===== config.mk =====
export PLATFORM = sky130hd
export DESIGN_NAME = branchUnit
export DESIGN_NICKNAME = d
export VERILOG_FILES = /design/src/design/decodePkg.sv /design/src/design/predictPkg.sv /design/src/design/creditFifo.sv /design/src/design/branchPredictor.sv /design/src/design/branchSolve.sv /design/src/design/branchUnit.sv
export VERILOG_INCLUDE_DIRS = /design/src /design/src/include
export SDC_FILE = /design/constraint.sdc
export NUM_CORES = 2
export LEC_CHECK = 0
export ABC_AREA = 1
export BUFFER_PORTS_ARGS = -buffer_cell sky130_fd_sc_hd__buf_2
export CAP_MARGIN = 20
export CORE_MARGIN = 5
export CORE_UTILIZATION = 45
export DETAILED_ROUTE_END_ITERATION = 6
export PLACE_DENSITY = 0.57
export SLEW_MARGIN = 20
export SYNTH_ARGS = -nofsm -noshare
export SYNTH_HDL_FRONTEND = slang
export SYNTH_SLANG_ARGS = --single-unit

===== constraint.sdc =====
create_clock -name clk -period 8.8 [get_ports clk]
set_input_delay 1.32 -clock clk [delete_from_list [all_inputs] [get_ports clk]]
set_output_delay 1.32 -clock clk [all_outputs]
set_load 0.03 [all_outputs]

===== src/include/branch_params.svh =====
// sizing and encoding macros for the branch prediction slice
// include wherever table, queue or stack depths or branch codes are needed
`ifndef BRANCH_PARAMS_SVH
`define BRANCH_PARAMS_SVH

// direct-mapped predictor table
`define BHT_ENTRIES       16
`define BHT_INDEX_BITS    4

// in-flight predictions between fetch and execute, also the fetch credit pool
`define PRED_QUEUE_DEPTH  4

// speculative return-address stack
`define RAS_DEPTH         4

// branch codes carried in branchType_t.branchCode
`define BRANCH_CODE_BEQ   3'd0
`define BRANCH_CODE_BNE   3'd1
`define BRANCH_CODE_BGE   3'd2
`define BRANCH_CODE_BGT   3'd3
`define BRANCH_CODE_BLE   3'd4
`define BRANCH_CODE_BLT   3'd5
`define BRANCH_CODE_J     3'd6
`define BRANCH_CODE_JR    3'd7

`endif


===== src/design/decodePkg.sv =====
// types describing the instruction that execute hands to the resolver
// referenced with decodePkg:: scoped names

package decodePkg;

    // branch class as produced by decode
    typedef struct packed {
        logic       isBranch;
        logic [2:0] branchCode;   // one of the BRANCH_CODE_* values
    } branchType_t;

    // operands and addresses for the instruction being resolved (133 bits)
    typedef struct packed {
        branchType_t kind;
        logic        isCall;      // J/JR that links
        logic [31:0] opA;         // rs value, also JR target
        logic [31:0] opB;         // rt value
        logic [31:0] jumpAddr;    // J target
        logic [31:0] branchAddr;  // taken conditional target
    } exeBranch_t;

endpackage


===== src/design/predictPkg.sv =====
// types for fetch requests, prediction records and predictor updates
// referenced with predictPkg:: scoped names

package predictPkg;

    // what kind of control transfer a table entry describes
    typedef enum logic [1:0] {
        none = 2'd0,
        imme = 2'd1,
        call = 2'd2,
        retn = 2'd3
    } bKind_t;

    typedef struct packed {
        logic        valid;
        logic [31:0] pc;
    } fetchReq_t;

    // one prediction, travels with the instruction until execute
    typedef struct packed {
        logic        valid;
        logic        hit;
        logic [1:0]  count;   // counter snapshot at lookup
        bKind_t      kind;
        logic [31:0] pc;
        logic [31:0] target;  // predicted next pc
    } pResult_t;

    // resolved outcome sent back to train the table
    typedef struct packed {
        logic        valid;
        logic        hit;
        logic [1:0]  count;
        bKind_t      kind;
        logic        isTaken;
        logic [31:0] pc;
        logic [31:0] target;
        logic        retnSuccess;
    } bResult_t;

endpackage


===== src/design/creditFifo.sv =====
// in-order queue for any packed payload, with flush and freed-slot counting
// freed feeds the fetch credit return; FALLTHROUGH lets an empty queue
// present the incoming entry at its head in the same cycle
`timescale 1ns/1ps
`include "branch_params.svh"

module creditFifo #(
    parameter type payload_t   = logic [31:0],
    parameter int  DEPTH       = `PRED_QUEUE_DEPTH,
    parameter bit  FALLTHROUGH = 1'b0
) (
    input  logic     clk,
    input  logic     rstN,
    input  logic     push,
    input  payload_t pushData,
    input  logic     pop,
    input  logic     flush,
    output logic     headValid,
    output payload_t headData,
    output logic [2:0] freed
);

    localparam int PTR_BITS = (DEPTH > 1) ? $clog2(DEPTH) : 1;
    localparam int CNT_BITS = $clog2(DEPTH + 1);

    payload_t            mem [DEPTH];
    logic [PTR_BITS-1:0] rdPtr, wrPtr;
    logic [CNT_BITS-1:0] count;
    logic                empty, doPush, doPop, bypass, storeIn;

    assign empty   = (count == '0);
    assign doPush  = push && (count < CNT_BITS'(DEPTH));
    assign bypass  = FALLTHROUGH && empty && push && pop;  // consumed without storing
    assign storeIn = doPush && !bypass;
    assign doPop   = pop && !empty;

    assign headValid = !empty || (FALLTHROUGH && push);
    assign headData  = (FALLTHROUGH && empty) ? pushData : mem[rdPtr];

    // flush gives back everything held plus the push it refuses
    assign freed = flush ? (3'(count) + 3'(push)) : 3'(pop && headValid);

    always_ff @(posedge clk or negedge rstN) begin
        if (!rstN) begin
            rdPtr <= '0;
            wrPtr <= '0;
            count <= '0;
        end else if (flush) begin
            rdPtr <= '0;
            wrPtr <= '0;
            count <= '0;
        end else begin
            if (storeIn)
                wrPtr <= (wrPtr == PTR_BITS'(DEPTH - 1)) ? '0 : wrPtr + 1'b1;
            if (doPop)
                rdPtr <= (rdPtr == PTR_BITS'(DEPTH - 1)) ? '0 : rdPtr + 1'b1;
            count <= count + CNT_BITS'(storeIn) - CNT_BITS'(doPop);
        end
    end

    // payload storage
    always_ff @(posedge clk) begin
        if (storeIn && !flush)
            mem[wrPtr] <= pushData;
    end

endmodule


===== src/design/branchPredictor.sv =====
// direct-mapped branch predictor with 2-bit counters and a return stack
// lookup is combinational on fetchReq, predResp is the registered copy;
// training comes from resolved update records
`timescale 1ns/1ps
`include "branch_params.svh"

module branchPredictor (
    input  logic                  clk,
    input  logic                  rstN,
    input  predictPkg::fetchReq_t fetchReq,
    input  logic                  discard,
    input  predictPkg::bResult_t  update,
    output predictPkg::pResult_t  lookup,    // same-cycle record for the queue
    output predictPkg::pResult_t  predResp
);

    localparam int TAG_BITS = 32 - 2 - `BHT_INDEX_BITS;
    localparam int RAS_BITS = $clog2(`RAS_DEPTH);

    logic                      entryValid [`BHT_ENTRIES];
    logic [TAG_BITS-1:0]       entryTag   [`BHT_ENTRIES];
    logic [31:0]               entryTgt   [`BHT_ENTRIES];
    predictPkg::bKind_t        entryKind  [`BHT_ENTRIES];
    logic [1:0]                entryCnt   [`BHT_ENTRIES];

    logic [31:0]               ras [`RAS_DEPTH];
    logic [RAS_BITS-1:0]       rasPtr;
    logic [RAS_BITS:0]         rasCount;
    logic [31:0]               rasTop;

    logic [`BHT_INDEX_BITS-1:0] rdIdx, wrIdx;
    logic                       hit, live;
    logic [31:0]                pcAdd8;
    logic [1:0]                 newCnt;

    assign rdIdx  = fetchReq.pc[`BHT_INDEX_BITS+1:2];
    assign hit    = entryValid[rdIdx] && (entryTag[rdIdx] == fetchReq.pc[31:32-TAG_BITS]);
    assign pcAdd8 = fetchReq.pc + 32'd8;
    assign rasTop = ras[rasPtr - 1'b1];
    assign live   = fetchReq.valid && !discard;

    always_comb begin
        lookup.valid  = fetchReq.valid;
        lookup.hit    = hit;
        lookup.count  = hit ? entryCnt[rdIdx] : 2'd0;
        lookup.kind   = hit ? entryKind[rdIdx] : predictPkg::none;
        lookup.pc     = fetchReq.pc;
        if (hit && entryKind[rdIdx] == predictPkg::retn && rasCount != '0)
            lookup.target = rasTop;             // return predicted from stack
        else if (hit && entryCnt[rdIdx] >= 2'd2)
            lookup.target = entryTgt[rdIdx];
        else
            lookup.target = pcAdd8;
    end

    always_ff @(posedge clk or negedge rstN) begin
        if (!rstN) begin
            predResp <= '0;
        end else begin
            predResp       <= lookup;
            predResp.valid <= live;     // wrong-path lookup dropped
        end
    end

    // speculative return stack, wraps when full
    always_ff @(posedge clk or negedge rstN) begin
        if (!rstN) begin
            rasPtr   <= '0;
            rasCount <= '0;
        end else if (live && hit && entryKind[rdIdx] == predictPkg::call) begin
            rasPtr <= rasPtr + 1'b1;
            if (rasCount != (RAS_BITS+1)'(`RAS_DEPTH))
                rasCount <= rasCount + 1'b1;
        end else if (live && hit && entryKind[rdIdx] == predictPkg::retn && rasCount != '0) begin
            rasPtr   <= rasPtr - 1'b1;
            rasCount <= rasCount - 1'b1;
        end
    end

    always_ff @(posedge clk) begin
        if (live && hit && entryKind[rdIdx] == predictPkg::call)
            ras[rasPtr] <= pcAdd8;
    end

    // training
    assign wrIdx = update.pc[`BHT_INDEX_BITS+1:2];

    always_comb begin
        if (!update.hit)
            newCnt = update.isTaken ? 2'd2 : 2'd1;      // fresh entry
        else if (update.isTaken)
            newCnt = (update.count == 2'd3) ? 2'd3 : update.count + 2'd1;
        else
            newCnt = (update.count == 2'd0) ? 2'd0 : update.count - 2'd1;
    end

    always_ff @(posedge clk or negedge rstN) begin
        if (!rstN) begin
            for (int i = 0; i < `BHT_ENTRIES; i++)
                entryValid[i] <= 1'b0;
        end else if (update.valid && update.kind != predictPkg::none) begin
            entryValid[wrIdx] <= 1'b1;
        end
    end

    always_ff @(posedge clk) begin
        if (update.valid && update.kind != predictPkg::none) begin
            entryTag[wrIdx]  <= update.pc[31:32-TAG_BITS];
            entryTgt[wrIdx]  <= update.target;
            entryKind[wrIdx] <= update.kind;
            entryCnt[wrIdx]  <= newCnt;
        end
    end

endmodule


===== src/design/branchSolve.sv =====
// branch resolver in execute: real direction, target and kind of the head
// instruction, checked against its prediction; raises the flush request
// and registers the redirect and the update record
`timescale 1ns/1ps
`include "branch_params.svh"

module branchSolve (
    input  logic                   clk,
    input  logic                   rstN,
    input  logic                   exeValid,
    input  decodePkg::exeBranch_t  exeIn,
    input  predictPkg::pResult_t   head,
    output logic                   mispredict,
    output logic                   redirect,
    output logic [31:0]            correctionVector,
    output predictPkg::bResult_t   bResult
);

    logic               isTaken;
    logic [31:0]        realTarget;
    logic [31:0]        pcAdd8;
    predictPkg::bKind_t realKind;
    predictPkg::bResult_t nextResult;

    assign pcAdd8 = head.pc + 32'd8;

    // direction
    always_comb begin
        if (!exeIn.kind.isBranch) begin
            isTaken = 1'b0;
        end else begin
            case (exeIn.kind.branchCode)
                `BRANCH_CODE_BEQ: isTaken = (exeIn.opA == exeIn.opB);
                `BRANCH_CODE_BNE: isTaken = (exeIn.opA != exeIn.opB);
                `BRANCH_CODE_BGE: isTaken = ($signed(exeIn.opA) >= 0);
                `BRANCH_CODE_BGT: isTaken = ($signed(exeIn.opA) > 0);
                `BRANCH_CODE_BLE: isTaken = ($signed(exeIn.opA) <= 0);
                `BRANCH_CODE_BLT: isTaken = ($signed(exeIn.opA) < 0);
                default:          isTaken = 1'b1;       // J, JR
            endcase
        end
    end

    // target and kind
    always_comb begin
        realKind   = predictPkg::none;
        realTarget = pcAdd8;
        if (exeIn.kind.isBranch) begin
            case (exeIn.kind.branchCode)
                `BRANCH_CODE_J: begin
                    realKind   = exeIn.isCall ? predictPkg::call : predictPkg::imme;
                    realTarget = exeIn.jumpAddr;
                end
                `BRANCH_CODE_JR: begin
                    realKind   = exeIn.isCall ? predictPkg::call : predictPkg::retn;
                    realTarget = exeIn.opA;
                end
                default: begin
                    realKind = predictPkg::imme;
                    if (isTaken)
                        realTarget = exeIn.branchAddr;
                end
            endcase
        end
    end

    assign mispredict = exeValid && head.valid && (head.target != realTarget);

    always_comb begin
        nextResult.valid       = exeValid && head.valid;
        nextResult.hit         = head.hit;
        nextResult.count       = head.count;
        nextResult.kind        = realKind;
        nextResult.isTaken     = isTaken;
        nextResult.pc          = head.pc;
        nextResult.target      = realTarget;
        nextResult.retnSuccess = exeValid && !mispredict && head.kind == predictPkg::retn;
    end

    always_ff @(posedge clk or negedge rstN) begin
        if (!rstN) begin
            redirect <= 1'b0;
            bResult  <= '0;
        end else begin
            redirect <= mispredict;
            bResult  <= nextResult;
        end
    end

    always_ff @(posedge clk) begin
        correctionVector <= realTarget;    // only meaningful with redirect
    end

endmodule


===== src/design/branchUnit.sv =====
// top of the branch slice: predictor, prediction queue, resolver and the
// update buffer that carries resolved outcomes back for training
`timescale 1ns/1ps

module branchUnit (
    input  logic                  clk,
    input  logic                  rstN,
    input  predictPkg::fetchReq_t fetchReq,
    output logic [2:0]            creditReturn,
    output predictPkg::pResult_t  predResp,
    output logic                  headValid,
    input  logic                  exeValid,
    input  decodePkg::exeBranch_t exeIn,
    output logic                  redirect,
    output logic [31:0]           correctionVector
);

    predictPkg::pResult_t lookup;
    predictPkg::pResult_t head;
    predictPkg::bResult_t bResult;
    predictPkg::bResult_t update;
    logic                 mispredict;
    logic                 updHeadValid;

    branchPredictor u_branchPredictor (
        .clk(clk), .rstN(rstN),
        .fetchReq(fetchReq), .discard(mispredict), .update(update),
        .lookup(lookup), .predResp(predResp)
    );

    // prediction queue, its freed count is the credit return
    creditFifo #(.payload_t(predictPkg::pResult_t)) u_predQueue (
        .clk(clk), .rstN(rstN),
        .push(lookup.valid), .pushData(lookup), .pop(exeValid), .flush(mispredict),
        .headValid(headValid), .headData(head), .freed(creditReturn)
    );

    branchSolve u_branchSolve (
        .clk(clk), .rstN(rstN),
        .exeValid(exeValid), .exeIn(exeIn), .head(head),
        .mispredict(mispredict), .redirect(redirect),
        .correctionVector(correctionVector), .bResult(bResult)
    );

    // drained every cycle by the predictor
    creditFifo #(.payload_t(predictPkg::bResult_t), .DEPTH(2), .FALLTHROUGH(1'b1)) u_updBuf (
        .clk(clk), .rstN(rstN),
        .push(bResult.valid), .pushData(bResult), .pop(updHeadValid), .flush(1'b0),
        .headValid(updHeadValid), .headData(update), .freed()
    );

endmodule


==> qor.csv <==
metric,value,unit
ir_drop,0.196,mV
clk_latency,810,ps
antenna_found_initial,13,
final_common_cell,edfxtp_1,
core,0.154,sq mm
power.switching,0.00706,W
ys_ff_latch,1734,
cpMostUsedCell,nand2_1,
htree_num_levels,4,
slew_viol_final,0,
cp.arrival,6010,ps
port_buffers,275,
grt_pass1_vias,44200,
switching_share,31.1,%
combPwrFrac,19.2,%
max_stage_delay,720,ps
r2r.worst_path.cells,28,
via_count,47400,
crit_start,u_predQueue.rdPtr[0],
tns,0,ps
violations,design-rule violations,
crit-reg2reg-launch,u_predQueue.rdPtr[0],
crit_path_end,creditReturn[0],
synth_area,0.0699,sq mm
syn_area_per_cell,12.3,sq um
crit_type,reg -> out,
synthCells,5661,
async_reset_ff_share,9.92,%
yosysSeqAreaShare,72.8,%
wl_per_cell,27.2,um
via_per_inst,5.85,
rsz0062_at_grt,false,
period_share,83.3,%
die_x,404,um
max-slew-margin-rel,15.8,%
grt_use_met3,4.70,%
hp-class,reg -> reg,
syn_to_final_growth,13.9,%
critPathCaptureType,output port,
mostFrequentLayoutCells,"edfxtp_1, nor2_1, nand2_1",
die-area,0.163,sq mm
outcome,"finished, violations left",
start_util,45.3,%
power_per_cell_area,285,mW/mm^2
clock_power_share,32.7,%
drt_iter0_drc,5775,
r2r-end,u_predQueue.mem[1][59],
cts_max_path_buffers,3,
seq_power_share,48.1,%
synth_edf_count,1530,
post_cts_resized,0,
gr-usage-all-layers,26.4,%
met2_usage,40.5,%
boundaryPins,276,
detailed_place_hpwl,135000,um
clk_pin_slew,60,ps
die_y,404,um
path_buf_inv,5,
cts_buffers,174,
ant_nets,0,
cellLeakagePower,28.2,nW
ctsHoldBuffers,0,
syn_nets,5847,
tritoncts,built,
reg2reg_slack,2330,ps
grt_max_degree,168,
routed_wl,221000,um
fmax,136,MHz
fin_crit,7330,ps
crit_slowest_cell,dfrtp_4,
final_util,51.6,%
ys_warn_count,0,
fin_nets,6096,
synth_cell_type_count,57,
grt-busiest-layer,met2,
drive_gt1_share,13.0,%
hp-start,u_branchPredictor.entryValid[14],
post-cts-setup-buffers,0,
setup_viol,0,
maxCapViolations,0,
path_max_fanout,101,
internal_power,0.0157,W
drc,1,
rows,144,
fin_skew,28.8,ps
tightestPinTransition,1260,ps
crit_cells,27,
crit_family,simple AND/OR/NAND/NOR gates,
synth_ff_type,edfxtp_1,
crit_required,7480,ps
grt-ovfl-total,0,
grt.met1_usage,38.0,%
clock_sinks,1734,
hold_viol,0,
grt_pass1_wl,314000,um
firstDrtPassIters,7,
start_kind,flip-flop,
place.gp.congestion,0.907,
cts_root_buffer,clkbuf_16,
==> synth_stat cells, drive strengths merged, types with 2 or more instances <==
cell / count / area [sq um]
a31o: 2 / 17.5
dfrtp: 172 / 4300
nand3: 186 / 961
a32oi: 29 / 254
o221ai: 162 / 1420
nor2: 912 / 3480
nand2: 768 / 2920
o21ai: 693 / 3470
inv: 198 / 753
ha: 15 / 188
fa: 2 / 40.0
nand4: 22 / 138
a221oi: 2 / 17.5
a32o: 6 / 60.1
dfxtp: 32 / 641
a21oi: 202 / 1010
o211ai: 49 / 368
clkinv: 4 / 15.0
or2: 14 / 87.6
o22ai: 149 / 932
nor3: 29 / 150
nand3b: 20 / 150
buf: 116 / 653
xor2: 47 / 412
clkbuf: 217 / 815
edfxtp: 1530 / 45900
xnor2: 37 / 324
a31oi: 30 / 188
nor3b: 3 / 32.5
nor4: 5 / 37.5
==> worst reg2reg max path, delay by kind of cell (launching register included) <==
| kind | cells | cell delay [ps] |
|---|---|---|
| and+or+nand+nor | 21 | 3010 |
| buffers and inverters | 6 | 1770 |
| DFF | 1 | 720 |
| xor gates and xnor gates | 1 | 580 |
==> power groups by stage <==
stage / combinational, W / sequential, W / clock [W]
5_1_grt: 0.00472 / 0.0110 / 0.00789
4_1_cts: 0.00432 / 0.0109 / 0.00753
6_report: 0.00437 / 0.0109 / 0.00743
3_5_place_dp: 0.00430 / 0.0111 / 0
3_3_place_gp: 0.00425 / 0.0111 / 0
2_1_floorplan: 0.00240 / 0.0109 / 0
==> flip-flops by register name, summed over array words and instances, names as in the netlist, 16 cells and up <==
signal and flops:
u_branchPredictor.entryTgt 512, u_branchPredictor.entryTag 416, u_predQueue.mem 272, u_updBuf.mem 138, u_branchPredictor.ras 128, u_branchPredictor.predResp 70
u_branchSolve.bResult 69, u_branchPredictor.entryCnt 32, u_branchPredictor.entryKind 32, u_branchSolve.correctionVector 32, u_branchPredictor.entryValid 16
==> metal layers <==
metal  wire length, um  part of all wire [%]
met4              8660                   3.9
met3             20000                   9.1
met2             99000                    45
met1             93000                    42
met5                14                0.0063
==> how the worst min path moves through the flow <==
stage,end,slack [ps],depth (start not counted)
floorplan,u_branchPredictor.entryValid[13],430,2
global placement,u_branchPredictor.entryValid[10],440,2
detailed placement,u_branchPredictor.entryValid[15],450,1
CTS,u_branchPredictor.entryValid[10],460,2
global route,u_branchPredictor.entryValid[8],480,1
finish,u_branchPredictor.entryValid[14],470,2
==> cells by family (layout without fill, tap and decap cells) <==
family / after synthesis / after routing / synth area share, %
fa+ha+maj: 17 / 17 / 0.326
compound gates: 1330 / 1330 / 11.2
buf+inv: 535 / 930 / 3.20
xor+xnor: 84 / 84 / 1.05
flops: 1734 / 1734 / 72.8
simple gates: 1961 / 1961 / 11.4
other cells: 0 / 4 / 0
==> stage by stage <==
stage | cells | total power (W) | hold slack [ps] | worst slack [ps] | cell area [sq um]
2_1_floorplan | 5661 | 0.0133 | 427 | 1960 | 69900
3_3_place_gp | 7768 | 0.0153 | 442 | 1740 | 73700
3_5_place_dp | 7771 | 0.0154 | 447 | 1750 | 73700
4_1_cts | 8093 | 0.0228 | 465 | 1370 | 79500
5_1_grt | 8100 | 0.0236 | 476 | 1070 | 79600
6_report | 8104 | 0.0227 | 466 | 1470 | 79600
==> layout make-up <==
cell class	count	area, sq um
diodes	4	10.0
flip-flops and latches	1734	50900
well taps	2044	2560
clock inverters	85	821
clock buffers	237	4900
inverters	202	787
fillers	13200	74600
repair buffers	406	2570
multi-input cells	3392	17000
No activity file was read; power rests on OpenSTA's default activity.
